$ cat src/logic/gfx_pkg.sv
// Tilemap graphics block, shared definitions
// Vector types, CPU register map and the pixel clock divide
`default_nettype none

package gfx_pkg;

    typedef logic [7:0]  byte_t;
    typedef logic [11:0] cpu_addr_t;
    // Layer bit, tile code, tile row, half
    typedef logic [12:0] rom_addr_t;
    // Four pixels, leftmost in the top nibble
    typedef logic [15:0] rom_word_t;
    typedef logic [3:0]  tile_pxl_t;
    typedef logic [4:0]  pal_idx_t;
    typedef logic [7:0]  colour_t;
    typedef logic [8:0]  scan_t;

    // Register offsets inside the 0x000-0x007 window
    localparam logic [2:0] REG_SCROLL_X_A = 3'd0;
    localparam logic [2:0] REG_SCROLL_Y_A = 3'd1;
    localparam logic [2:0] REG_SCROLL_X_B = 3'd2;
    localparam logic [2:0] REG_SCROLL_Y_B = 3'd3;
    localparam logic [2:0] REG_CTRL       = 3'd4;
    localparam logic [2:0] REG_IRQ_ACK    = 3'd5;

    // REG_CTRL bits
    localparam int CTRL_IRQ_EN = 0;
    localparam int CTRL_A_EN   = 1;
    localparam int CTRL_B_EN   = 2;

    // Windows decoded on addr[11:10]
    localparam logic [1:0] WIN_REGS  = 2'b00;
    localparam logic [1:0] WIN_RAM_A = 2'b01;
    localparam logic [1:0] WIN_RAM_B = 2'b10;

    localparam int PXL_DIV = 4;
    localparam int H_VIS   = 256;

endpackage

`default_nettype wire
$ cat src/logic/colour_mixer.sv
// Layer priority and palette lookup
// Layer A covers B unless transparent, result goes through a 32-entry palette
`default_nettype none

module colour_mixer import gfx_pkg::*; (
    input  wire       clk,
    input  wire       rst,
    input  wire tile_pxl_t pxl_a,
    input  wire tile_pxl_t pxl_b,
    input  wire       visible,
    input  wire       pxl_cen,
    input  wire       prog_we,
    input  wire pal_idx_t prog_addr,
    input  wire colour_t prog_data,
    output colour_t   pxl_colour,
    output logic      pxl_valid
);

    colour_t  pal_ram [0:31];
    pal_idx_t pal_idx;
    logic     vis_d;
    logic     cen_d;

    always_ff @(posedge clk) begin
        if (prog_we) begin
            pal_ram[prog_addr] <= prog_data;
        end
    end

    // Both transparent falls through to entry 0
    assign pal_idx = (pxl_a != '0) ? {1'b0, pxl_a} : {pxl_b != '0, pxl_b};

    // Line buffer read lands one clk after pxl_cen
    always_ff @(posedge clk or posedge rst) begin
        if (rst) begin
            vis_d     <= 1'b0;
            cen_d     <= 1'b0;
            pxl_valid <= 1'b0;
        end else begin
            vis_d     <= visible;
            cen_d     <= pxl_cen;
            pxl_valid <= cen_d && vis_d;
        end
    end

    always_ff @(posedge clk) begin
        if (cen_d) begin
            pxl_colour <= pal_ram[pal_idx];
        end
    end

endmodule

`default_nettype wire

$ cat config.mk
export PLATFORM = sky130hd
export DESIGN_NAME = colour_mixer
export DESIGN_NICKNAME = d
export VERILOG_FILES = /design/src/logic/gfx_pkg.sv /design/src/logic/colour_mixer.sv
export SDC_FILE = /design/constraint.sdc
export NUM_CORES = 1
export LEC_CHECK = 0
export ABC_AREA = 1
export BUFFER_PORTS_ARGS = -buffer_cell sky130_fd_sc_hd__buf_2
export CORE_ASPECT_RATIO = 0.9
export CORE_UTILIZATION = 50
export DETAILED_ROUTE_END_ITERATION = 7
export PLACE_DENSITY = 0.66
export SYNTH_ARGS = -nofsm -noshare
export SYNTH_HDL_FRONTEND = slang
export SYNTH_SLANG_ARGS = --single-unit
$ cat constraint.sdc
create_clock -name clk -period 1.4 [get_ports clk]
set_clock_uncertainty 0.2 [all_clocks]
set_input_delay 0.21 -clock clk [delete_from_list [all_inputs] [get_ports clk]]
set_output_delay 0.21 -clock clk [all_outputs]
set_load 0.05 [all_outputs]
# Word-level counts from Yosys, hierarchy flattened
# Memories as Yosys holds them, arrays and structs flattened. A register that Yosys moved wholly into a read port is not among the register bits.
# Cells that the tools add are included.
classes:
  n_mux: 3
  n_reduce_logical: 3
op_table:
  columns: ["op", "count"]
  rows:
  - ["4-bit nonzero test", 2]
  - ["5-bit 2-to-1 mux", 1]
  - ["1-bit 2-to-1 mux", 2]
  - ["1-bit logical AND", 1]
word_totals:
  ff_bits: 3
  ram_bits: 256
  in_bits: 26
  out_inout_bits: 9
  elab_cells: 10
  memories: 1
mem_list:
  columns: ["memory", "depth", "word_bits", "read_ports", "rd_clocked_by_memory_dff", "write_ports", "line_no", "rtl"]
  rows:
  - ["pal_ram", 32, 8, 1, 1, 1, "colour_mixer.sv:19", "colour_t pal_ram [0:31];"]

# Logic depth before layout (Yosys ltp)
# Gate-level depths: netlist of run 1.
depth:
  ltp_word: 2
  mapped_depth: 14
  mapped_depth_nobuf: 12

# Worst setup path before layout of run 1
# OpenSTA, ideal clock, no wires.
synth_path:
  path_kind: "input-to-reg"
  startpoint: "input port pxl_a[0]"
  endpoint: "register pxl_colour[0] (read register of pal_ram), data pin"
  setup_time_ns: 0.253
  arrival_time_ns: 1.204
  t_required_ns: 0.947
  slack_ns: -0.256
  cell_stages: 9
  path_buffers: 1
  cell_sequence: "inv_2 -> buf_2 -> nand2_1 -> nor3_1 -> inv_1 -> nor2_2 -> inv_1 -> nand2_1 -> nand2_1"
synth_via:
  elab_chain_len: 2
synth_lines:
  columns: ["item", "line_no", "rtl"]
  rows:
  - ["start, declared", "colour_mixer.sv:8", "input wire tile_pxl_t pxl_a,"]
  - ["4-bit nonzero test", "colour_mixer.sv:31", "assign pal_idx = (pxl_a != '0) ? {1'b0, pxl_a} : {pxl_b != '0, pxl_b};"]
  - ["5-bit 2-to-1 mux *", "colour_mixer.sv:31", null]
  - ["end, declared", "colour_mixer.sv:15", "output colour_t pxl_colour,"]
# Every way passes the cells marked *; elsewhere a longest branch is shown, timed or not.

# Final worst setup path of run 1
layout_path:
  startpoint: "register pxl_colour[0] (read register of pal_ram)"
  endpoint: "output port pxl_colour[0]"
# No word-level cell between the ends.

==> metrics.txt, run 1 <==
f_max 614 MHz; DP Worst Slack -719 ps; most common cell after layout, fill and taps aside edfxtp_1; critical path buffer and inverter count 1; largest fanout on the critical path 1; hold_ws 78.3 ps; Slew @ Worst Pin 869 ps; worst path required time approximately 990 ps; RSZ-0062 raised after global routing yes; Synth Cell Area roughly 12,000 µm²; Synthesized Nets 1,128; DRT iter0 DRCs 1,325; CTS HTree Levels 1; commonest cells after routing, fill and taps aside edfxtp_1, nand2_1, inv_1, nand3_1, nand3_2; clk sinks between 200 and 300; total grt overflow 0; Starting Density between 50% and 60%; slew margin rel. approximately 42%; area delta synth->final 32.2%; Detailed Place HPWL 18.2 mm; final instance area 15,500 µm²; Reg clk slew, reported paths 60 ps; initial antenna violation count 0; setup violators final 17; final worst setup slack -227 ps; chip width 163 µm; Cell Pwr Density 1170 nW/µm²; Final Util approximately 68%; crit-path cells buf_6; Ant. Diodes 0; Leakage Power 0.00636 µW; row count 52; layout cells sized above 1 33.3%; die area ~24,000 µm²; final hold violations 0; Vias/cell 5.75; drt pass-1 iters 5; Final ANT Viol Nets 0; worst stage delay on the critical path 470 ps; CORE AREA 22,700 µm²; maximum buffer depth of the clock tree 3; GP Congestion 0.855; final period demand of the worst path 1630 ps; CTS root buf clkbuf_16; Crit. End Element output port; WL final ~34 mm; worst hold path class in2reg; Seq/Total Area, Yosys 68.3%; # DRC 0; WP data arrival 1220 ps; vias in the first global route 8,342; Post-DP Area 12,900 µm²; Ys Warns 0; Critical Path Start Type register; status finished with violations; Setup CP Type reg2out; Ports 35; Avg Synthesized Cell Area about 11 µm²; fin. max-slew vios 0; Max VDD drop ~1.1 mV; first-pass GRT wire length 48.7 mm; Max Cap Violations 0; Crit path max-delay family flip-flops; clk_lat worst skew 550 ps; slowest cell on the critical path edfxtp_1; Seq cells post-synth 267; routed len/inst 22.2 µm; Buffers on Ports 34; largest net degree at the start of global routing 55; period utilization 116%; Vias roughly 9k; Die Y 147 µm; Synth cell types 16; CTS Buf Count 27; Nets 1,247; CTS tree yes; failing checks setup timing; gr usage total 27.5%; cells after synthesis 1,102
==> sequential cells by signal (all words and copies together) (netlist names) <==
signal and cells:
pxl_valid 1, pxl_colour 8, vis_d 1, cen_d 1
pal_ram 256
==> worst paths after layout <==
path	cells after the start	startpoint	to	slack, ps
max	1	pxl_colour[0]	pxl_colour[0]	-230
max in group asynchronous	4	rst	vis_d	430
min	1	prog_data[2]	pal_ram[26][2]	80
min in group asynchronous	4	rst	cen_d	440
max reg2reg	8	pal_ram[28][2]	pxl_colour[2]	-90
min reg2reg	2	vis_d	pxl_valid	250
==> synth_stat cells <==
library cell | count | area (µm²)
nand3b_1 | 33 | 248
nor2_1 | 35 | 131
edfxtp_1 | 264 | 7930
inv_1 | 144 | 541
buf_4 | 6 | 45.0
nand3_1 | 284 | 1420
clkbuf_1 | 13 | 48.8
dfrtp_1 | 3 | 75.1
nor3_1 | 1 | 5.00
nand2_1 | 268 | 1010
a31oi_2 | 2 | 25.0
buf_1 | 5 | 18.8
buf_2 | 39 | 195
inv_2 | 2 | 7.51
nor4_1 | 1 | 6.26
nor2_2 | 2 | 12.5
==> per-stage QoR <==
step	total power, µW	setup TNS [ps]	cells
finish	18100	-2550	1539
global route	18600	-2980	1539
CTS	17900	-1810	1527
detailed placement	10600	-34450	1459
global placement	10600	-30160	1459
floorplan	9970	-18960	1102
==> what timing repair did <==
action	CTS	global route
endpoints found under the hold margin	5	0
endpoints found under the setup margin	17	17
hold buffers	4	0
gates resized for setup	110	143
setup buffers	4	5
pin swaps	44	104
gates cloned	10	8
==> routing by layer <==
layer	GRT usage, %	up-vias	wire [µm]
li1	-	3975	-
met1	39.2	4346	14100
met2	42.5	445	15900
met3	5.34	90	3060
met4	8.60	0	1160
met5	0	-	0
==> power by group <==
part / switching [µW] / leakage [µW] / internal [µW]
Combinational: 1320 / 0.00350 / 754
Sequential: 58.9 / 0.00242 / 8920
Clock: 3000 / 0.000431 / 4080
Total: 4390 / 0.00636 / 13800
==> logic make-up (layout without fill, tap and decap cells) <==
kind of cell / Yosys count / after routing / share of synthesized area (%)
flops: 267 / 267 / 68.3
buf+inv: 209 / 348 / 7.31
compound gates: 2 / 2 / 0.214
simple gates: 624 / 625 / 24.2
==> layout make-up <==
| cell class | instances | area, µm² |
|---|---|---|
| sequential | 267 | 8000 |
| clock buffer | 31 | 691 |
| fill | 1565 | 7220 |
| timing repair buffer | 152 | 1750 |
| inverter | 146 | 551 |
| multi-input combinational | 627 | 3950 |
| tap | 297 | 372 |
| clock inverter | 19 | 168 |
Power figures use the tool's default switching activity.
==> run 2, diff against run 1 <==
Settings changed: BUFFER_PORTS_ARGS -buffer_cell sky130_fd_sc_hd__buf_2 to not set, CORE_MARGIN set to 1.5, DONT_BUFFER_PORTS set to 1, PLACE_DENSITY 0.66 to not set.
==> run 2 against run 1 <==
Effect of this change:
- register-to-register slack got worse by 20 ps
- via count decreased by 6.8%
- largest power group unchanged
- routed wire length is 11% lower
- die area is 1.3% higher
- critical path depth is the same
- fmax is 3.1% higher
- global-route usage down 1.9 points
- the flow still finishes with violations (setup timing)
==> metrics.txt, run 2 (synthesis results as in run 1) <==
status finished with violations; failing checks setup timing; Vias 8,253 (-6.8%); Max Cap Violations 0 (unchanged); clk sinks 267 (unchanged); Clock Power Share 39.6% (+0.5 points); WP data arrival 1170 ps (-50 ps); Vias/cell 5.48 (-4.7%); Critical Path Start Type register; Ant. Diodes 0 (unchanged); chip width 164 µm (+0.61%); Power Internal 13,600 µW (-0.82%); first-pass GRT wire length 46.5 mm (-4.4%); drt pass-1 iters 5 (unchanged); f_max 633 MHz (+3.1%); worst hold path class in2reg; Top reg by flops pal_ram; Setup CP Type reg2out; Slew @ Worst Pin 659 ps (-211 ps); Reg clk slew, reported paths 60 ps (about the same); DRT met1 WL 13.5 mm (-4.3%); # DRC 0 (unchanged); critical path buffer and inverter count 1 (unchanged); Nets 1,214 (-2.6%); area delta synth->final 24.4%; WL final 30.6 mm (-11%); biggest regs pal_ram: 256 flops, pxl_colour: 8 flops; gr usage total 25.6% (-1.9 points); Ports 35 (unchanged); commonest cells after routing, fill and taps aside edfxtp_1, nand2_1, nand3_1, inv_1, nand3_2; CTS Buf Count 27 (unchanged); DP Worst Slack -668 ps (+51.2 ps); largest fanout on the critical path 1 (unchanged); slew margin rel. 56.0% (+14 points); maximum buffer depth of the clock tree 3 (unchanged); Final ANT Viol Nets 0 (unchanged); RSZ-0062 raised after global routing yes; hold_ws 11.5 ps (-66.8 ps); Leakage Power 0.00593 µW (-6.7%); row count 52 (unchanged); highest metal used met4; worst path required time 990 ps (about the same); Sw Pwr 4130 µW (-5.8%); Post-DP Area 12,900 µm² (-0.54%); DRT iter0 DRCs 771 (-42%); slowest cell on the critical path edfxtp_1; final-layout fill cell count 1,824 (+17%); total negative slack -1470 ps (+1070 ps); worst stage delay on the critical path 440 ps (-30 ps); vias in the first global route 8,001 (-4.1%); setup violators final 17 (unchanged); CTS root buf clkbuf_16; clk_lat worst skew 540 ps (about the same); routed wl met2 14.5 mm (-8.9%); Post-CTS Setup Repair Bufs 0 (-4); CTS HTree Levels 1 (unchanged); total power 17,800 µW (-2.0%); Net Sw Frac 23.3% (-0.93 points); most common cell after layout, fill and taps aside edfxtp_1; Crit path max-delay family flip-flops; Buffers on Ports 0 (-100%); CTS tree yes; Cell Pwr Density 1220 nW/µm² (+4.1%); final period demand of the worst path 1580 ps (-48.4 ps); layout cells sized above 1 22.7% (-11 points); final instance area 14,600 µm² (-5.9%); routed len/inst 20.3 µm (-8.6%); period utilization 113% (-3.5 points); Starting Density 51.4% (-0.15 points); DR WL met3 1.89 mm (-38%); final worst setup slack -179 ps (+48.4 ps); Max VDD drop 0.984 mV (-12%); final hold violations 0 (unchanged); CORE AREA 22,800 µm² (+0.29%); register share of total power 50.4% (+0.9 points); Crit. End Element output port; GP Congestion 0.895 (+4.7%); total grt overflow 0 (unchanged); combinational power share 10.0% (-1.5 points); initial antenna violation count 0 (unchanged); Detailed Place HPWL 18.8 mm (+2.9%); fin. max-slew vios 0 (unchanged); crit-path cells buf_6; Die Y 148 µm (+0.68%); max reg flops 256 (unchanged); largest net degree at the start of global routing 52 (-5.5%); die area 24,400 µm² (+1.3%)
-- run 2: cell count changes in the layout (fill, tap and decap cells not counted), sizes merged --
cell / delta
buf: -39
clkinv: -4
clkbuf: -4
dlygate4sd3: +14
nand2: -1
-- run 2: layout make-up --
type                    instances  area (µm²)  share of cell area (%)
clock inverters                15         156                    1.07
flip-flops and latches        267        8000                    54.9
multi-input cells             626        3420                    23.5
well taps                     297         372                    2.55
repair buffers                120        1370                    9.37
clock buffers                  34         702                    4.82
inverters                     146         551                    3.78
-- run 2: final timing paths --
| kind | startpoint | endpoint | slack (ps) | depth (start not counted) |
|---|---|---|---|---|
| max | pxl_colour[6] | pxl_colour[6] | -180 | 1 |
| max reg2reg | pal_ram[28][1] | pxl_colour[1] | -110 | 8 |
| max in group asynchronous | rst | pxl_valid | 510 | 3 |
| min reg2reg | vis_d | pxl_valid | 260 | 2 |
| min | prog_addr[3] | pal_ram[4][4] | 10 | 3 |
| min in group asynchronous | rst | vis_d | 330 | 3 |
-- run 2: timing repair --
action,4_1_cts,5_1_grt
resized for setup,82,36
pin swaps,60,27
hold buffers,26,0
endpoints found under the hold margin,285,0
setup endpoints to repair,17,45
-- run 2: layer usage --
layer	track usage, %	vias up
met5	0	-
li1	-	3899
met3	3.96	53
met2	41.2	296
met1	36.5	4005
met4	7.00	0
-- run 2: stage by stage --
step / std cells / utilization [%]
floorplan: 1102 / -
global placement: 1430 / 56.5
detailed placement: 1430 / 56.5
CTS: 1505 / 63.4
global route: 1505 / 64.0
finish: 1505 / 64.0
-- run 2: power by group through the flow --
stage	Clock, µW	Combinational [µW]	Sequential [µW]
after floorplan	0	772	9200
after global placement	0	1350	9120
after detailed placement	0	1360	9120
after CTS	7150	1720	8950
after global routing	7470	1900	8960
final	7050	1770	8950
