`config.mk`:
```
export PLATFORM = sky130hd
export DESIGN_NAME = video_timing
export DESIGN_NICKNAME = d
export VERILOG_FILES = /design/src/logic/gfx_pkg.sv /design/src/logic/video_timing.sv
export SDC_FILE = /design/constraint.sdc
export NUM_CORES = 1
export LEC_CHECK = 0
export BUFFER_PORTS_ARGS = -buffer_cell sky130_fd_sc_hd__buf_4
export CORE_MARGIN = 4
export CORE_UTILIZATION = 46
export CTS_BUF_LIST = sky130_fd_sc_hd__clkbuf_16
export DETAILED_ROUTE_END_ITERATION = 8
export PLACE_DENSITY = 0.79
export SYNTH_ARGS = -nofsm -noshare
export SYNTH_HDL_FRONTEND = slang
export SYNTH_SLANG_ARGS = --single-unit
export TNS_END_PERCENT = 1
```
`constraint.sdc`:
```
create_clock -name clk -period 2 [get_ports clk]
set_clock_uncertainty 0.15 [all_clocks]
set_input_delay 0.2 -clock clk [delete_from_list [all_inputs] [get_ports clk]]
set_output_delay 0.2 -clock clk [all_outputs]
set_load 0.1 [all_outputs]
```
`src/logic/gfx_pkg.sv`:
```
// Tilemap graphics block, shared definitions
// Vector types, CPU register map and the pixel clock divide
`default_nettype none

package gfx_pkg;

    typedef logic [7:0]  byte_t;
    typedef logic [11:0] cpu_addr_t;
    // Layer bit, tile code, tile row, half
    typedef logic [12:0] rom_addr_t;
    // Four pixels, leftmost in the top nibble
    typedef logic [15:0] rom_word_t;
    typedef logic [3:0]  tile_pxl_t;
    typedef logic [4:0]  pal_idx_t;
    typedef logic [7:0]  colour_t;
    typedef logic [8:0]  scan_t;

    // Register offsets inside the 0x000-0x007 window
    localparam logic [2:0] REG_SCROLL_X_A = 3'd0;
    localparam logic [2:0] REG_SCROLL_Y_A = 3'd1;
    localparam logic [2:0] REG_SCROLL_X_B = 3'd2;
    localparam logic [2:0] REG_SCROLL_Y_B = 3'd3;
    localparam logic [2:0] REG_CTRL       = 3'd4;
    localparam logic [2:0] REG_IRQ_ACK    = 3'd5;

    // REG_CTRL bits
    localparam int CTRL_IRQ_EN = 0;
    localparam int CTRL_A_EN   = 1;
    localparam int CTRL_B_EN   = 2;

    // Windows decoded on addr[11:10]
    localparam logic [1:0] WIN_REGS  = 2'b00;
    localparam logic [1:0] WIN_RAM_A = 2'b01;
    localparam logic [1:0] WIN_RAM_B = 2'b10;

    localparam int PXL_DIV = 4;
    localparam int H_VIS   = 256;

endpackage

`default_nettype wire
```
`src/logic/video_timing.sv`:
```
// Video timing generator
// Pixel clock enable, raster counters, syncs and line/frame event pulses
`default_nettype none

module video_timing import gfx_pkg::*; #(
    parameter int H_TOTAL = 320,
    parameter int V_TOTAL = 262,
    parameter int V_VIS   = 224
) (
    input  wire  clk,
    input  wire  rst,
    output logic pxl_cen,
    output scan_t hcount,
    output scan_t vcount,
    output logic visible,
    output logic line_start,
    output logic vblank_start,
    output logic hs,
    output logic vs
);

    localparam int DIV_W = $clog2(PXL_DIV);

    logic [DIV_W-1:0] div_cnt;

    always_ff @(posedge clk or posedge rst) begin
        if (rst) begin
            div_cnt <= '0;
            pxl_cen <= 1'b0;
            hcount  <= '0;
            vcount  <= '0;
        end else begin
            div_cnt <= (div_cnt == DIV_W'(PXL_DIV - 1)) ? '0 : div_cnt + 1'b1;
            pxl_cen <= div_cnt == DIV_W'(PXL_DIV - 1);
            // Counters name the pixel of the current pxl_cen slot
            if (pxl_cen) begin
                if (hcount == scan_t'(H_TOTAL - 1)) begin
                    hcount <= '0;
                    vcount <= (vcount == scan_t'(V_TOTAL - 1)) ? '0 : vcount + 1'b1;
                end else begin
                    hcount <= hcount + 1'b1;
                end
            end
        end
    end

    assign visible      = hcount < scan_t'(H_VIS) && vcount < scan_t'(V_VIS);
    assign line_start   = pxl_cen && hcount == '0;
    assign vblank_start = line_start && vcount == scan_t'(V_VIS);

    // Syncs sit inside the blanking intervals
    assign hs = hcount >= scan_t'(H_VIS + 16) && hcount < scan_t'(H_VIS + 48);
    assign vs = vcount >= scan_t'(V_VIS + 1) && vcount < scan_t'(V_VIS + 3);

endmodule

`default_nettype wire

```
# After elaboration in Yosys (flattened, before gate mapping)
# Index checks and enable logic that the tools add are counted.
# totals
out_inout_bits,24
reg_bits,21
elab_cells,27
inputBits,2
# op_classes
magnitude_cmp,6
muxes,3
n_reduce_logical,7
n_eq_ne,4
addsub,3
# op_table
cell,n
$add 9x1->9 const B,2
$eq 9x9->1 const B,2
$lt 9x8->1 const B,2
$lt 9x9->1 const B,2
$mux 9,2
$eq 9x8->1 const B,1
$ge 9x8->1 const B,1
$ge 9x9->1 const B,1
$logic_not 9->1,1
$logic_and 1x1->1,5
$add 2x1->2 const B,1
$eq 2x2->1 const B,1
$mux 2,1
$reduce_and 2->1,1

# Depth between registers and ports, before layout
# Gate-level depths: netlist of the first run.
# logic_depth
depth_word,3
ltp_mapped,6

# Worst setup path before layout of the first run
# Ideal clock, no wire load.
# synth_path
kind,register to output
startpoint,register hcount[0]
endpoint,output vblank_start
path_stages_with_launch,7
t_arrival_ps,5454
path_slack_ps,-3804
path_cell_list,dfrtp_1 inv_1 ha_1 nor4b_1 nand3b_1 nor4_1 and4_1
# synth_between
elab_chain_len,3
# synth_rtl
element,line,text
start: declaration,video_timing.sv:13,"output scan_t hcount,"
start signal: assignment,video_timing.sv:41,hcount <= hcount + 1'b1;
$logic_not 9->1,video_timing.sv:48,assign line_start = pxl_cen && hcount == '0;
$logic_and 1x1->1,video_timing.sv:48,
net line_start,video_timing.sv:16,"output logic line_start,"
$logic_and 1x1->1,video_timing.sv:49,assign vblank_start = line_start && vcount == scan_t'(V_VIS);
end: declaration,video_timing.sv:17,"output logic vblank_start,"
# The timed path passes the listed nets, and every way through them passes these cells.

# Final worst setup path of the first run
# layout_path
startpoint,register hcount[1]
endpoint,output vblank_start
# layout_between
elab_chain_len,3
# layout_rtl
element,line
$logic_not 9->1,video_timing.sv:48
$logic_and 1x1->1,video_timing.sv:48
$logic_and 1x1->1,video_timing.sv:49
# Every way passes these cells.

==> impl_metrics.py, run 1 <==
metrics = {
    "run_status": {
        "status": "complete, but fails checks",
        "violations": "negative setup slack",
    },
    "global_route": {
        "antenna_found_initial": 0,
        "grt_pass1_vias": 1077,
        "grt_pass1_wl_mm": 5.09,
        "overflow": 0,
        "grt_max_degree": 14,
        "track_usage": 0.200,
    },
    "layout": {
        "syn2layout_area_growth_pct": 48.9,
        "final_common_cell": "buf_4",
        "post-route-util": 0.742,
        "drive_above_1_share": 0.410,
        "mostFrequentLayoutCells": "buf_4, dfrtp_1, inv_1, nand3_1, nand2_1",
        "multi_input_area_sq_um": 642,
        "num_antenna_cells": 0,
        "seq_area_sq_um": 539,
        "layout.nets": 175,
        "n_fill_cell": 154,
        "stdcell_area_sq_um": 1700,
        "layout.cells.non_filler": 194,
    },
    "run": {
        "drv_cap": 0,
    },
    "clock_tree": {
        "clk_path_buf_depth": 2,
        "cts_buffers": 3,
        "tritoncts": "yes",
        "clock_latency_ps": 250,
        "cts_root_buf": "clkbuf_16",
        "htreeDepth": 1,
        "clk_pin_slew_ps": 50,
        "cts_sinks": 21,
    },
    "detailed_routing": {
        "finalWirelength_mm": 3.09,
        "routed_via_density": 5.73,
        "routedWlPerCell_microns": 15.9,
        "drt_iter0_drc": 40,
        "final_antenna_net_count": 0,
        "post-route-drc-count": 0,
        "firstDrtPassIters": 4,
        "dr_total_vias": 1112,
    },
    "yosys": {
        "yosys.area.top_type_share": 0.459,
        "netlist_area_sq_um": 1140,
        "syn_nets": 129,
        "syn_avg_cell_area_sq_um": 9.46,
        "ys_seq_elements": 21,
        "yosys_warnings": 0,
        "ys_seq_area_frac": 0.459,
        "synthTopCellsByArea": "dfrtp_1, ha_1, xnor2_1",
        "yosysUniqueCellTypes": 29,
        "synthCells": 121,
        "synth_area_leader_cell": "dfrtp_1",
    },
    "power": {
        "peakVddDrop_mv": 0.689,
        "cellLeakagePower_uw": 0.000767,
        "finalPower_uw": 858,
        "p_per_area_nw_per_um2": 503,
    },
    "floorplanning": {
        "coreArea_sq_um": 2300,
        "initial_core_util": 0.498,
        "die_w_microns": 57.9,
        "rows": 17,
        "io_pins": 26,
        "die_h_microns": 57.9,
        "die_area_sq_um": 3350,
    },
    "setup_path": {
        "arrival_ps": 1910,
        "path_class": "flop to output pin",
        "cp.required_ps": 1650,
        "worst-path-max-fanout": 2,
        "cp-end-kind": "output pin",
        "start_kind": "flop",
    },
    "timing": {
        "fmax_mhz": 443,
        "hold_viol": 0,
        "worst_pin_slew_ps": 483,
        "setup_violations": 2,
        "relSlewSlack": 0.678,
        "period_share": 1.13,
        "maxSlewViolCount": 0,
        "period_needed_ps": 2260,
        "worst_slack_ps": -256,
        "rsz0062_at_grt": "true",
    },
    "placed_design": {
        "place_inst": 187,
        "dp_hpwl_mm": 2.24,
        "dpl_cell_area_sq_um": 1510,
        "gp_congestion": 0.846,
        "portBuffers": 25,
    },
    "hold_path": {
        "holdCritPathClass": "flop to flop",
    },
}
[repair_timing]
item	in CTS	in global routing
gates resized for setup	14	8
buffers inserted	2	0
hold buffers	1	0
pin swaps	4	1
setup endpoints to repair	3	8
endpoints found under the hold margin	12	0
[path summary, 6_finish.rpt]
| path | endpoint | slack (ps) | startpoint | cells past startpoint |
|---|---|---|---|---|
| max in group asynchronous | vcount[1] | 810 | rst | 4 |
| setup reg to reg | vcount[7] | 80 | hcount[6] | 5 |
| hold / removal | div_cnt[0] | 280 | div_cnt[0] | 1 |
| hold reg to reg | div_cnt[0] | 280 | div_cnt[0] | 1 |
| min in group asynchronous | hcount[3] | 370 | rst | 3 |
| setup / recovery | vblank_start | -260 | hcount[1] | 7 |
[state kept, by name (all words and copies together), names as in the netlist]
| register | count |
|---|---|
| vcount | 9 |
| hcount | 9 |
| pxl_cen | 1 |
| div_cnt | 2 |
[metrics by stage]
stage | TNS (ps) | hold slack [ps] | setup slack (ps)
after CTS | -409 | 293 | -261
after floorplan | -6860 | 26.3 | -1240
after global placement | -97.8 | 95.1 | -97.8
after global routing | -694 | 333 | -393
after detailed placement | -312 | 104 | -207
final | -402 | 285 | -256
[final cells by class]
class,count,share of cell area
multi-input combinational,87,0.377
sequential,21,0.316
timing repair buffer,42,0.211
clock buffer,3,0.0441
inverter,12,0.0294
tap,28,0.0206
clock inverter,1,0.00220
[critical path, cell delays in order, from the launching register on]
cell      delay, ps
dfrtp_4         490
inv_4            70
ha_4            130
nor4b_4         190
nand3b_1        150
nor4_4          180
and4_4          270
buf_12          170
[cells in the mapped netlist, drive strengths merged]
cell and count:
dfrtp 21, inv 12, nand2 10, nand3 10
nor2 7, o21ai 7, xnor2 7, a21oi 6
and3 6, ha 6, nand4 5, nor3 4
o22ai 3, nor4 2, nor4b 2, or3 2
a211oi 1, a22o 1, and4 1, buf 1
mux2 1, mux2i 1, nand2b 1, nand3b 1
nor3b 1, or3b 1, xor2 1
[power breakdown]
| part | internal, uW | switching (uW) |
|---|---|---|
| Clock | 267 | 154 |
| Combinational | 3.86 | 8.66 |
| Sequential | 425 | 0 |
[per-layer routing]
metal,global-route usage,wire length (microns),share of wire,up-vias
met5,0,0,0,-
met4,0.0861,46,0.015,0
met3,0.0535,232,0.075,7
met2,0.323,1550,0.50,49
met1,0.251,1260,0.41,537
li1,-,-,-,519
[logic make-up (layout without fill, tap and decap cells)]
| family | count (synthesis) | in the layout | synth area share |
|---|---|---|---|
| buffers and inverters | 13 | 58 | 0.0437 |
| AOI/OAI and AO/OA | 18 | 18 | 0.0874 |
| xor gates and xnor gates | 8 | 8 | 0.0612 |
| DFF | 21 | 21 | 0.459 |
| and+or+nand+nor | 53 | 53 | 0.264 |
| adders and majority gates | 6 | 6 | 0.0656 |
| muxes | 2 | 2 | 0.0186 |
Note: power is estimated with default switching activity, not from simulation.
==> inputs of run 2 (changes only) <==
TNS_END_PERCENT = 20   (was 1)
==> impl_metrics.py, run 2 (synthesis gave the netlist of run 1 again) <==
metrics = {
    "floorplanning": {
        "io_pins": 26,
        "die_h_microns": 57.9,
        "die_area_sq_um": 3350,
        "initial_core_util": 0.498,
        "coreArea_sq_um": 2300,
        "die_w_microns": 57.9,
        "rows": 17,
    },
    "setup_path": {
        "worst-path-max-fanout": 2,
        "arrival_ps": 1920,
        "cp.required_ps": 1650,
        "path_class": "flop to output pin",
        "cp-startpoint": "hcount[1]",
        "cp-end-kind": "output pin",
        "start_kind": "flop",
        "rr_worst_depth": 7,
        "r2r_setup_slack_ps": 70,
        "timing.rr.start": "hcount[0]",
        "reg2reg_to": "vcount[1]",
    },
    "detailed_routing": {
        "routedWlPerCell_microns": 17.9,
        "routed_via_density": 5.81,
        "post-route-drc-count": 0,
        "dr_total_vias": 1122,
        "finalWirelength_mm": 3.45,
        "final_antenna_net_count": 0,
        "firstDrtPassIters": 4,
        "drt_iter0_drc": 49,
    },
    "placed_design": {
        "gp_congestion": 0.896,
        "dpl_cell_area_sq_um": 1550,
        "portBuffers": 25,
        "dp_hpwl_mm": 2.12,
    },
    "hold_path": {
        "hold_start": "div_cnt[0]",
        "holdCritPathClass": "flop to flop",
        "hold_depth": 1,
        "min_to": "div_cnt[0]",
    },
    "run": {
        "drv_cap": 0,
    },
    "timing": {
        "period_share": 1.14,
        "maxSlewViolCount": 0,
        "setup_violations": 2,
        "hold_viol": 0,
        "rsz0062_at_grt": "true",
        "worst_pin_slew_ps": 345,
        "worst_slack_ps": -272,
        "period_needed_ps": 2270,
        "worst_hold_slack_ps": 275,
        "fmax_mhz": 440,
        "relSlewSlack": 0.769,
    },
    "clock_tree": {
        "clk_pin_slew_ps": 60,
        "clock_latency_ps": 250,
        "cts_root_buf": "clkbuf_16",
        "clk_path_buf_depth": 2,
        "tritoncts": "yes",
        "cts_buffers": 3,
        "htreeDepth": 1,
        "cts_sinks": 21,
    },
    "global_route": {
        "antenna_found_initial": 0,
        "overflow": 0,
        "track_usage": 0.227,
        "grt_max_degree": 22,
        "grt_pass1_wl_mm": 5.84,
        "grt_pass1_vias": 1126,
    },
    "layout": {
        "reg_top3": "hcount (9), vcount (9), div_cnt (2)",
        "drive_above_1_share": 0.455,
        "layout.nets": 174,
        "mostFrequentLayoutCells": "buf_4, inv_1, dfrtp_4, nand3_1, nand2_1",
        "num_antenna_cells": 0,
        "final_common_cell": "buf_4",
        "stdcell_area_sq_um": 1760,
        "syn2layout_area_growth_pct": 53.8,
    },
    "power": {
        "cellLeakagePower_uw": 0.000754,
        "p_per_area_nw_per_um2": 486,
        "peakVddDrop_mv": 0.786,
    },
    "run_status": {
        "status": "complete, but fails checks",
        "violations": "negative setup slack",
    },
}
[run 2: final cells by class]
type | instances | area (sq um)
repair buffers | 41 | 360
flip-flops and latches | 21 | 569
clock inverters | 1 | 3.75
well taps | 28 | 35.0
clock buffers | 3 | 75.1
inverters | 12 | 50.0
fillers | 144 | 537
multi-input cells | 87 | 667
[run 2: per-stage QoR]
| stage | util | setup WS (ps) | power (uW) | setup TNS [ps] | cells |
|---|---|---|---|---|---|
| after global routing | 0.766 | -356 | 878 | -678 | 193 |
| after floorplan | - | -1240 | 439 | -5690 | 121 |
| after detailed placement | 0.673 | -120 | 445 | -133 | 184 |
| after global placement | 0.673 | -94.4 | 445 | -94.4 | 184 |
| final | 0.766 | -272 | 855 | -431 | 193 |
| after CTS | 0.757 | -245 | 866 | -381 | 193 |
[run 2: worst max-delay path by stage]
stage / endpoint / slack, ps / cells past startpoint
floorplan: vblank_start / -1240 / 6
global placement: vblank_start / -90 / 7
detailed placement: vblank_start / -120 / 7
CTS: vblank_start / -250 / 7
global route: vblank_start / -360 / 7
finish: vblank_start / -270 / 7
[run 2: worst max-delay path, cell delays in order, from the launching register on]
cell	delay [ps]
dfrtp_4	480
inv_4	80
ha_4	140
nor4b_4	170
nand3b_1	160
nor4_4	190
and4_4	270
buf_12	170
[run 2: power breakdown]
| part | switching (uW) | internal [uW] |
|---|---|---|
| Sequential | 0 | 425 |
| Clock | 152 | 266 |
| Combinational | 8.66 | 3.94 |
| Total | 161 | 695 |
[run 2: what timing repair did]
action | in CTS | in global routing
pin swaps | 5 | 1
hold buffers | 1 | 0
setup buffers | 4 | 0
resized for setup | 18 | 5
endpoints found under the setup margin | 4 | 8
hold endpoints to repair | 21 | 0
[run 2: per-layer routing]
metal  GRT usage  up-vias  part of all wire
li1            -      515                 -
met1       0.285      542              0.41
met2       0.400       57              0.51
met3      0.0401        8             0.058
met4      0.0596        0             0.016
met5           0        -                 0
