`config.mk`:
```
export PLATFORM = sky130hd
export DESIGN_NAME = rom_arbiter
export DESIGN_NICKNAME = d
export VERILOG_FILES = /design/src/logic/gfx_pkg.sv /design/src/logic/rom_arbiter.sv
export SDC_FILE = /design/constraint.sdc
export NUM_CORES = 1
export LEC_CHECK = 0
export BUFFER_PORTS_ARGS = -buffer_cell sky130_fd_sc_hd__buf_2
export CORE_MARGIN = 2
export CORE_UTILIZATION = 28
export DETAILED_ROUTE_END_ITERATION = 10
export HOLD_SLACK_MARGIN = 0.12
export PLACE_DENSITY_LB_ADDON = 0.15
export RECOVER_POWER = 50
export SYNTH_ARGS = -nofsm -noshare
export SYNTH_HDL_FRONTEND = slang
export SYNTH_SLANG_ARGS = --single-unit
```
`constraint.sdc`:
```
create_clock -name clk -period 1.6 [get_ports clk]
set_input_delay 0.32 -clock clk [delete_from_list [all_inputs] [get_ports clk]]
set_output_delay 0.32 -clock clk [all_outputs]
set_load 0.005 [all_outputs]
```
`src/logic/gfx_pkg.sv`:
```
// Tilemap graphics block, shared definitions
// Vector types, CPU register map and the pixel clock divide
`default_nettype none

package gfx_pkg;

    typedef logic [7:0]  byte_t;
    typedef logic [11:0] cpu_addr_t;
    // Layer bit, tile code, tile row, half
    typedef logic [12:0] rom_addr_t;
    // Four pixels, leftmost in the top nibble
    typedef logic [15:0] rom_word_t;
    typedef logic [3:0]  tile_pxl_t;
    typedef logic [4:0]  pal_idx_t;
    typedef logic [7:0]  colour_t;
    typedef logic [8:0]  scan_t;

    // Register offsets inside the 0x000-0x007 window
    localparam logic [2:0] REG_SCROLL_X_A = 3'd0;
    localparam logic [2:0] REG_SCROLL_Y_A = 3'd1;
    localparam logic [2:0] REG_SCROLL_X_B = 3'd2;
    localparam logic [2:0] REG_SCROLL_Y_B = 3'd3;
    localparam logic [2:0] REG_CTRL       = 3'd4;
    localparam logic [2:0] REG_IRQ_ACK    = 3'd5;

    // REG_CTRL bits
    localparam int CTRL_IRQ_EN = 0;
    localparam int CTRL_A_EN   = 1;
    localparam int CTRL_B_EN   = 2;

    // Windows decoded on addr[11:10]
    localparam logic [1:0] WIN_REGS  = 2'b00;
    localparam logic [1:0] WIN_RAM_A = 2'b01;
    localparam logic [1:0] WIN_RAM_B = 2'b10;

    localparam int PXL_DIV = 4;
    localparam int H_VIS   = 256;

endpackage

`default_nettype wire
```
`src/logic/rom_arbiter.sv`:
```
// Graphics ROM port sharing between the two layers
// Layer A wins ties, and one transfer is in flight at a time
`default_nettype none

module rom_arbiter import gfx_pkg::*; (
    input  wire       clk,
    input  wire       rst,
    input  wire       req_valid_a,
    input  wire rom_addr_t req_addr_a,
    input  wire       req_valid_b,
    input  wire rom_addr_t req_addr_b,
    input  wire       rom_req_ready,
    input  wire       rom_rsp_valid,
    input  wire rom_word_t rom_data,
    output logic      req_ready_a,
    output logic      rsp_valid_a,
    output logic      req_ready_b,
    output logic      rsp_valid_b,
    output rom_word_t rsp_data,
    output logic      rom_req_valid,
    output rom_addr_t rom_addr
);

    typedef enum logic [1:0] {IDLE, GRANT_A, GRANT_B, WAIT_RSP} arb_state_t;

    arb_state_t state;
    logic       owner_b;

    always_ff @(posedge clk or posedge rst) begin
        if (rst) begin
            state   <= IDLE;
            owner_b <= 1'b0;
        end else begin
            case (state)
                IDLE: begin
                    if (req_valid_a) begin
                        state   <= GRANT_A;
                        owner_b <= 1'b0;
                    end else if (req_valid_b) begin
                        state   <= GRANT_B;
                        owner_b <= 1'b1;
                    end
                end
                GRANT_A, GRANT_B: begin
                    if (rom_req_ready) begin
                        state <= WAIT_RSP;
                    end
                end
                WAIT_RSP: begin
                    if (rom_rsp_valid) begin
                        state <= IDLE;
                    end
                end
                default: state <= IDLE;
            endcase
        end
    end

    assign rom_req_valid = state == GRANT_A || state == GRANT_B;
    assign rom_addr      = owner_b ? req_addr_b : req_addr_a;
    assign req_ready_a   = state == GRANT_A && rom_req_ready;
    assign req_ready_b   = state == GRANT_B && rom_req_ready;

    // Strobe goes back to whoever owns the transfer
    assign rsp_valid_a = state == WAIT_RSP && rom_rsp_valid && !owner_b;
    assign rsp_valid_b = state == WAIT_RSP && rom_rsp_valid && owner_b;
    assign rsp_data    = rom_data;

    a_no_stray_rsp: assert property (@(posedge clk) disable iff (rst)
        state == IDLE |-> !rom_rsp_valid)
        else $error("ROM response with no transfer outstanding");

endmodule

`default_nettype wire

```
-- Yosys cells after proc, flatten, opt, wreduce, memory -nomap -nowiden
Index checks and enable logic that the tools add are counted.
- add/sub/neg operators: 0
- multiply operators: 0
- div/mod/pow operators: 0
- magnitude comparators: 0
- equality and inequality tests: 6
- shift-type cells: 0
- mux-type cells: 8
- bitwise operators: 0
- reduce and logical (&&, ||, !) cells: 12
- operator list (operator ; count):
    $mux W13 ; 1
    $mux W2 ; 4
    $pmux W2 S3 ; 1
    $logic_and A1 B1 Y1 ; 5
    $eq A2 B2 Y1 const B ; 2
    $ne A2 B2 Y1 const B ; 2
    $ne A3 B3 Y1 const B ; 1
    $reduce_and A3 Y1 ; 1
    $eq A2 B1 Y1 const B ; 1
    $logic_not A2 Y1 ; 1
    $mux W1 ; 2
    $reduce_and A2 Y1 ; 1
    $reduce_bool A2 Y1 ; 1
    $reduce_or A2 Y1 ; 1
    $logic_not A1 Y1 ; 1
    $logic_or A1 B1 Y1 ; 1
- bits in registers: 3
- bits in latches: 0
- memory bits (writable): 0
- ROM bits: 0
- input bits: 48
- output and inout port bits: 34
- logic and storage cells: 28
- memories kept: 0

-- Logic depth before layout (Yosys ltp)
Gate-level depths: netlist (run 1).
- depth after elaboration: 4
- gate-level depth with buffers: 5
- gate-level depth less buffers: 5

-- Worst setup path before layout (run 1)
OpenSTA, ideal clock, no wires.
- kind: flip-flop to flip-flop
- from: register state[0]
- to: register state[0]
- setup time: 0.079 ns
- data arrival time: 1.303 ns
- data required time: 1.521 ns
- path slack: 0.218 ns
- stages on the path, launching flop included: 5
- buffers on the path: 0
- clock period less this slack: 1.382 ns
- cell sequence: dfrtp_1 inv_1 ha_1 a221oi_2 mux2i_1
- word-level cells in the longest chain between the ends: 4
- elaborated cells on any way between the ends: 10
- classes of those cells: 6 x eq/ne; 1 x mux; 3 x reduce/logical
- ends and longest elaborated chain (item ; line ; source):
    from (decl) ; rom_arbiter.sv:26 ; arb_state_t state;
    from (signal assigned) ; rom_arbiter.sv:31 ; state <= IDLE;
    from (signal assigned) ; rom_arbiter.sv:37 ; state <= GRANT_A;
    from (signal assigned) ; rom_arbiter.sv:40 ; state <= GRANT_B;
    $eq A2 B1 Y1 / $eq A2 B2 Y1 (equally long branches) ; rom_arbiter.sv:34 ; case (state)
    $reduce_or A2 Y1 ; rom_arbiter.sv:34 ;
    $ne A2 B2 Y1 (no line) ; - ;
    $reduce_and A3 Y1 (no line) ; - ;
Parallel ways exist; a longest one is shown, timed or not.
A chain may end at the register's enable or synchronous reset.

-- Worst setup path in the final report (run 1)
- from: register owner_b
- to: output rom_addr[9]
- word-level cells in the longest chain between the ends: 1
- ends and longest elaborated chain (item ; line ; source):
    from (decl) ; rom_arbiter.sv:27 ; logic owner_b;
    from (signal assigned) ; rom_arbiter.sv:32 ; owner_b <= 1'b0;
    from (signal assigned) ; rom_arbiter.sv:38 ; owner_b <= 1'b0;
    from (signal assigned) ; rom_arbiter.sv:41 ; owner_b <= 1'b1;
    $mux W13 ; rom_arbiter.sv:60 ; assign rom_addr = owner_b ? req_addr_b : req_addr_a;
    to (decl) ; rom_arbiter.sv:21 ; output rom_addr_t rom_addr
No other way between the ends.

==> impl_metrics.toml, run 1 <==
[outcome]
outcome = "complete, no violations"

[sta]
rsz0062_at_grt = "no"
hold_slack_ns = 0.312
tns_ns = 0
slew_headroom = 0.799
fin_crit_sh = 0.946
period_needed_ns = 1.51
fmax_mhz = 660
setup_viol = 0
clock_skew_ns = 0.00429
worst_pin_slew_ns = 0.301
drv_slew = 0
hold_violations = 0
setup_slack_ns = 0.0857

[global_routing]
grt_pass1_vias = 465
grt_use_total = 0.103
grt_antenna_before_repair = 0
grt_pass1_wl_um = 1650
grtUsageMet1 = 0.111
gr-usage-met2 = 0.176
grt_max_degree = 10
overflow = 0
top_usage_layer = "met2"
use_met3 = 0.00377

[logic_synthesis]
yosys.area_share.simple = 0.0748
synth.ff_latch_count = 3
syn_inst = 58
synth_seq_area_share = 0.140
synth_compound_area_frac = 0.0561
avgSynthCellArea_um2 = 9.23
synth_top_family_by_area = "multiplexers"
synth_nets = 111
synthMuxAreaShare = 0.329
ys_warn_count = 0
synth_fa_ha_area_frac = 0.117
synth-xor-area-share = 0
synth_cell_type_count = 16
netlist_area_um2 = 536

[placed_design]
pre_cts_slack_ns = 0.134
dpl-instance-area_um2 = 691
port_buffers = 49
place_congestion = 0.652
place_hpwl_um = 980

[layout]
area.growth.synth_to_final_pct = 36.4
diodes = 0
final_nets = 150
post_route_cells_drive_above_1_share = 0.708
final_area_um2 = 731
seq_area_um2 = 75.1
multi_input_area_um2 = 309
fillCellCount = 195

[setup_path]
crit_path_cell_trace = "buf_6 -> mux2_2 -> buf_2"
end_kind = "output pin"
start_kind = "register"
cp.required_ns = 1.28
r2r_setup_slack_ns = 0.14
crit_start = "owner_b$_DFFE_PP0P_"
rr_endpoint = "state[0]$_DFFE_PP0P_"
critPathMaxStageDelay_ns = 0.36
crit_type = "register to output pin"
crit_family = "flip-flops"
cp_slowest_cell = "dfrtp_1"
r2r_cells = 4
path_max_fanout = 9
crit-reg2reg-launch = "state[0]$_DFFE_PP0P_"
arrival_ns = 1.19
path_buf_inv = 2

[die]
core-area_mm2 = 0.00176
ios = 82
row_count = 15
fp.dieArea_mm2 = 0.00228
start_util = 0.304
die_h_um = 47.7
die_x_um = 47.7

[clock_tree]
clockBufferDepth = 2
tritoncts = "yes"
cts_setup_buffers = 0
clockRootBuffer = "clkbuf_4"
cts-htree-levels = 1
cts_made_buffers = 3
clk_pin_slew_ns = 0.04
clock_latency_ns = 0.23
cts_sinks = 3

[run]
cap_violations = 0

[route]
wl_per_cell_um = 9.29
firstDrtPassIters = 2
drt_iter0_drc = 1
ant_nets = 0
vias = 519
drc = 0
wl_um = 1120
viasPerCell = 4.29

[min_path]
hold_start = "req_valid_a"
hold-path-endpoint = "owner_b$_DFFE_PP0P_"
whs_path_depth = 2
hold_class = "input pin to register"

[power_and_ir_drop]
leakage_nw = 0.420
power_density_mw_per_mm2 = 1410
ir_worst_vdd_mv = 0.700
[cell usage in the layout (no fill, tap or decap)]
cell type,count
buf_4,1
and2_1,2
buf_2,49
clkbuf_1,1
mux2_2,13
dfrtp_1,3
ha_1,5
nand2_1,2
dlygate4sd3_1,1
mux2i_1,3
nor2_1,2
a221oi_2,1
a21oi_1,2
nor2b_1,1
and3_1,1
clkbuf_4,3
o21ai_0,1
buf_6,1
inv_1,4
[worst reg2reg max path: stages, from the launching register on]
cell      delay, ns
dfrtp_1        0.36
inv_1          0.10
ha_1           0.35
a221oi_2       0.35
mux2i_1        0.23
[area by class of cell]
| cell class | instances | share of cell area |
|---|---|---|
| tap | 25 | 0.0428 |
| multi-input combinational | 33 | 0.423 |
| inverter | 4 | 0.0205 |
| sequential | 3 | 0.103 |
| clock buffer | 4 | 0.0360 |
| timing repair buffer | 52 | 0.375 |
[per-layer routing]
| layer | up-vias | part of all wire |
|---|---|---|
| li1 | 254 | - |
| met1 | 212 | 0.40 |
| met2 | 47 | 0.44 |
| met3 | 6 | 0.13 |
| met4 | 0 | 0.028 |
| met5 | - | 0 |
[metrics by stage]
stage	instances	total power, W	util
final	121	0.00103	0.414
after global routing	121	0.00114	0.414
after CTS	121	0.00104	0.412
after detailed placement	116	0.000901	0.391
after global placement	116	0.000890	0.391
after floorplan	58	0.000692	-
[registers in the layout (all words and copies together) (netlist names)]
signal and flops:
state 2, owner_b 1
[cells by family (layout without fill, tap and decap cells)]
logic type                 Yosys count  after routing
buffers and inverters               22             60
muxes                               16             16
and+or+nand+nor                      8              8
adders and majority gates            5              5
AOI/OAI and AO/OA                    4              4
DFF                                  3              3
[cells in the mapped netlist, drive strengths merged]
cell type,n,area (µm²)
dfrtp,3,75.1
mux2i,3,30.0
and2,2,12.5
buf,18,136
ha,5,62.6
nor2,2,7.51
nor2b,1,6.26
nand2,2,7.51
mux2,13,146
a221oi,1,15.0
o21ai,1,5.00
and3,1,6.26
inv,4,15.0
a21oi,2,10.0
[worst max-delay path by stage]
stage	end	slack, ns	cells after the start
2_1_floorplan	state[0]$_DFFE_PP0P_	0.22	4
3_3_place_gp	state[0]$_DFFE_PP0P_	0.16	4
3_5_place_dp	state[0]$_DFFE_PP0P_	0.13	4
4_1_cts	rom_addr[9]	0.04	3
5_1_grt	rom_req_valid	0.007	3
6_report	rom_addr[9]	0.09	3
[power by group]
part           internal [W]  switching (W)  total [W]  leakage (nW)
Sequential         0.000120      0.0000298   0.000150        0.0350
Clock             0.0000934      0.0000380   0.000131        0.0150
Combinational      0.000426       0.000320   0.000746         0.370
[what timing repair did]
item / CTS / global route
setup endpoints to repair: 0 / 9
hold endpoints to repair: 3 / 0
hold buffers: 1 / 0
resized for setup: 0 / 1
Note: power is estimated with default switching activity, not from simulation.
==> run 2, diff against run 1 <==
--- a/config.mk
+++ b/config.mk
@@ -12,6 +12,7 @@
 export HOLD_SLACK_MARGIN = 0.12
 export PLACE_DENSITY_LB_ADDON = 0.15
 export RECOVER_POWER = 50
+export REMOVE_ABC_BUFFERS = 1
 export SYNTH_ARGS = -nofsm -noshare
 export SYNTH_HDL_FRONTEND = slang
 export SYNTH_SLANG_ARGS = --single-unit
==> impl_metrics.toml, run 2 (synthesis results as in run 1) <==
[clock_tree]
clockBufferDepth = 2
clockRootBuffer = "clkbuf_4"
tritoncts = "yes"
cts_made_buffers = 3
cts_sinks = 3
clock_latency_ns = 0.23
cts-htree-levels = 1
clk_pin_slew_ns = 0.03

[layout]
diodes = 0
top_register = "state"
area.growth.synth_to_final_pct = 39.3
final_area_um2 = 746
final_common_cell = "buf_2"
largest_reg_flops = 2
final_cell_mix = "buf_2 (49), mux2_2 (13), ha_1 (5)"
final_nets = 152
top_regs = "state x2, owner_b x1"
post_route_cells_drive_above_1_share = 0.714

[route]
drc = 0
viasPerCell = 4.08
ant_nets = 0
drt_iter0_drc = 7
wl_per_cell_um = 13.2
firstDrtPassIters = 4
vias = 502
wl_um = 1620

[global_routing]
grt_max_degree = 15
gr-usage-met2 = 0.197
grt_pass1_wl_um = 2230
top_usage_layer = "met2"
grtUsageMet1 = 0.154
grt_pass1_vias = 525
grt_antenna_before_repair = 0
use_met3 = 0.109
grt_use_total = 0.141
overflow = 0

[power_and_ir_drop]
power_density_mw_per_mm2 = 1450
leakage_nw = 0.430
ir_worst_vdd_mv = 0.702

[die]
core-area_mm2 = 0.00176
ios = 82
fp.dieArea_mm2 = 0.00228
start_util = 0.304
die_x_um = 47.7
row_count = 15
die_h_um = 47.7

[setup_path]
path_buf_inv = 2
arrival_ns = 1.24
crit_family = "flip-flops"
path_max_fanout = 7
r2r_setup_slack_ns = 0.14
start_kind = "register"
end_kind = "output pin"
crit_path_cell_trace = "buf_4 -> mux2_2 -> buf_2"
critPathMaxStageDelay_ns = 0.37
crit_type = "register to output pin"
cp_slowest_cell = "dfrtp_1"
cp.required_ns = 1.28

[sta]
rsz0062_at_grt = "no"
drv_slew = 0
clock_skew_ns = 0.00124
slew_headroom = 0.810
hold_violations = 0
fmax_mhz = 641
hold_slack_ns = 0.318
tns_ns = 0
worst_pin_slew_ns = 0.285
setup_slack_ns = 0.0406
period_needed_ns = 1.56
setup_viol = 0
fin_crit_sh = 0.975

[placed_design]
pre_cts_slack_ns = 0.114
place_congestion = 0.812
dpl-instance-area_um2 = 691
port_buffers = 49
place_hpwl_um = 1440

[outcome]
outcome = "complete, no violations"

[run]
cap_violations = 0

[min_path]
hold_class = "input pin to register"
## run 2: cell count changes in the layout (fill, tap and decap cells not counted)
| cell | before | now |
|---|---|---|
| buf_4 | 1 | 3 |
## run 2: layout make-up
type | count | area [µm²]
Fill cell | 202 | 1020
Sequential cell | 3 | 75.1
Timing Repair Buffer | 54 | 289
Tap cell | 25 | 31.3
Inverter | 4 | 15.0
Clock buffer | 4 | 26.3
Multi-Input combinational cell | 33 | 309
## run 2: report_power, final
group / switching [W] / internal, W
registers: 0.0000339 / 0.000120
clock network: 0.0000359 / 0.0000932
logic: 0.000339 / 0.000456
total: 0.000409 / 0.000669
## run 2: stage by stage
stage	total power, W	std cells	util
finish	0.00108	123	0.423
global route	0.00119	123	0.423
CTS	0.00105	121	0.412
detailed placement	0.000912	116	0.391
global placement	0.000909	116	0.391
floorplan	0.000620	40	-
## run 2: worst paths after layout
kind	to	from	cells past startpoint
max	rom_addr[8]	owner_b$_DFFE_PP0P_	3
min	owner_b$_DFFE_PP0P_	req_valid_a	2
max reg2reg	state[1]$_DFFE_PP0P_	state[0]$_DFFE_PP0P_	4
min reg2reg	state[1]$_DFFE_PP0P_	state[1]$_DFFE_PP0P_	2
max in group asynchronous	state[1]$_DFFE_PP0P_	rst	3
min in group asynchronous	state[0]$_DFFE_PP0P_	rst	3
## run 2: routing by layer
| layer | up-vias | share of wire |
|---|---|---|
| met5 | - | 0 |
| met4 | 0 | 0.0080 |
| met3 | 2 | 0.19 |
| met2 | 39 | 0.42 |
| met1 | 205 | 0.38 |
| li1 | 256 | - |
## run 2: what timing repair did
item,CTS,global route
hold buffers,1,0
resized for setup,0,3
hold endpoints to repair,3,0
buffers inserted,0,1
setup endpoints to repair,0,13
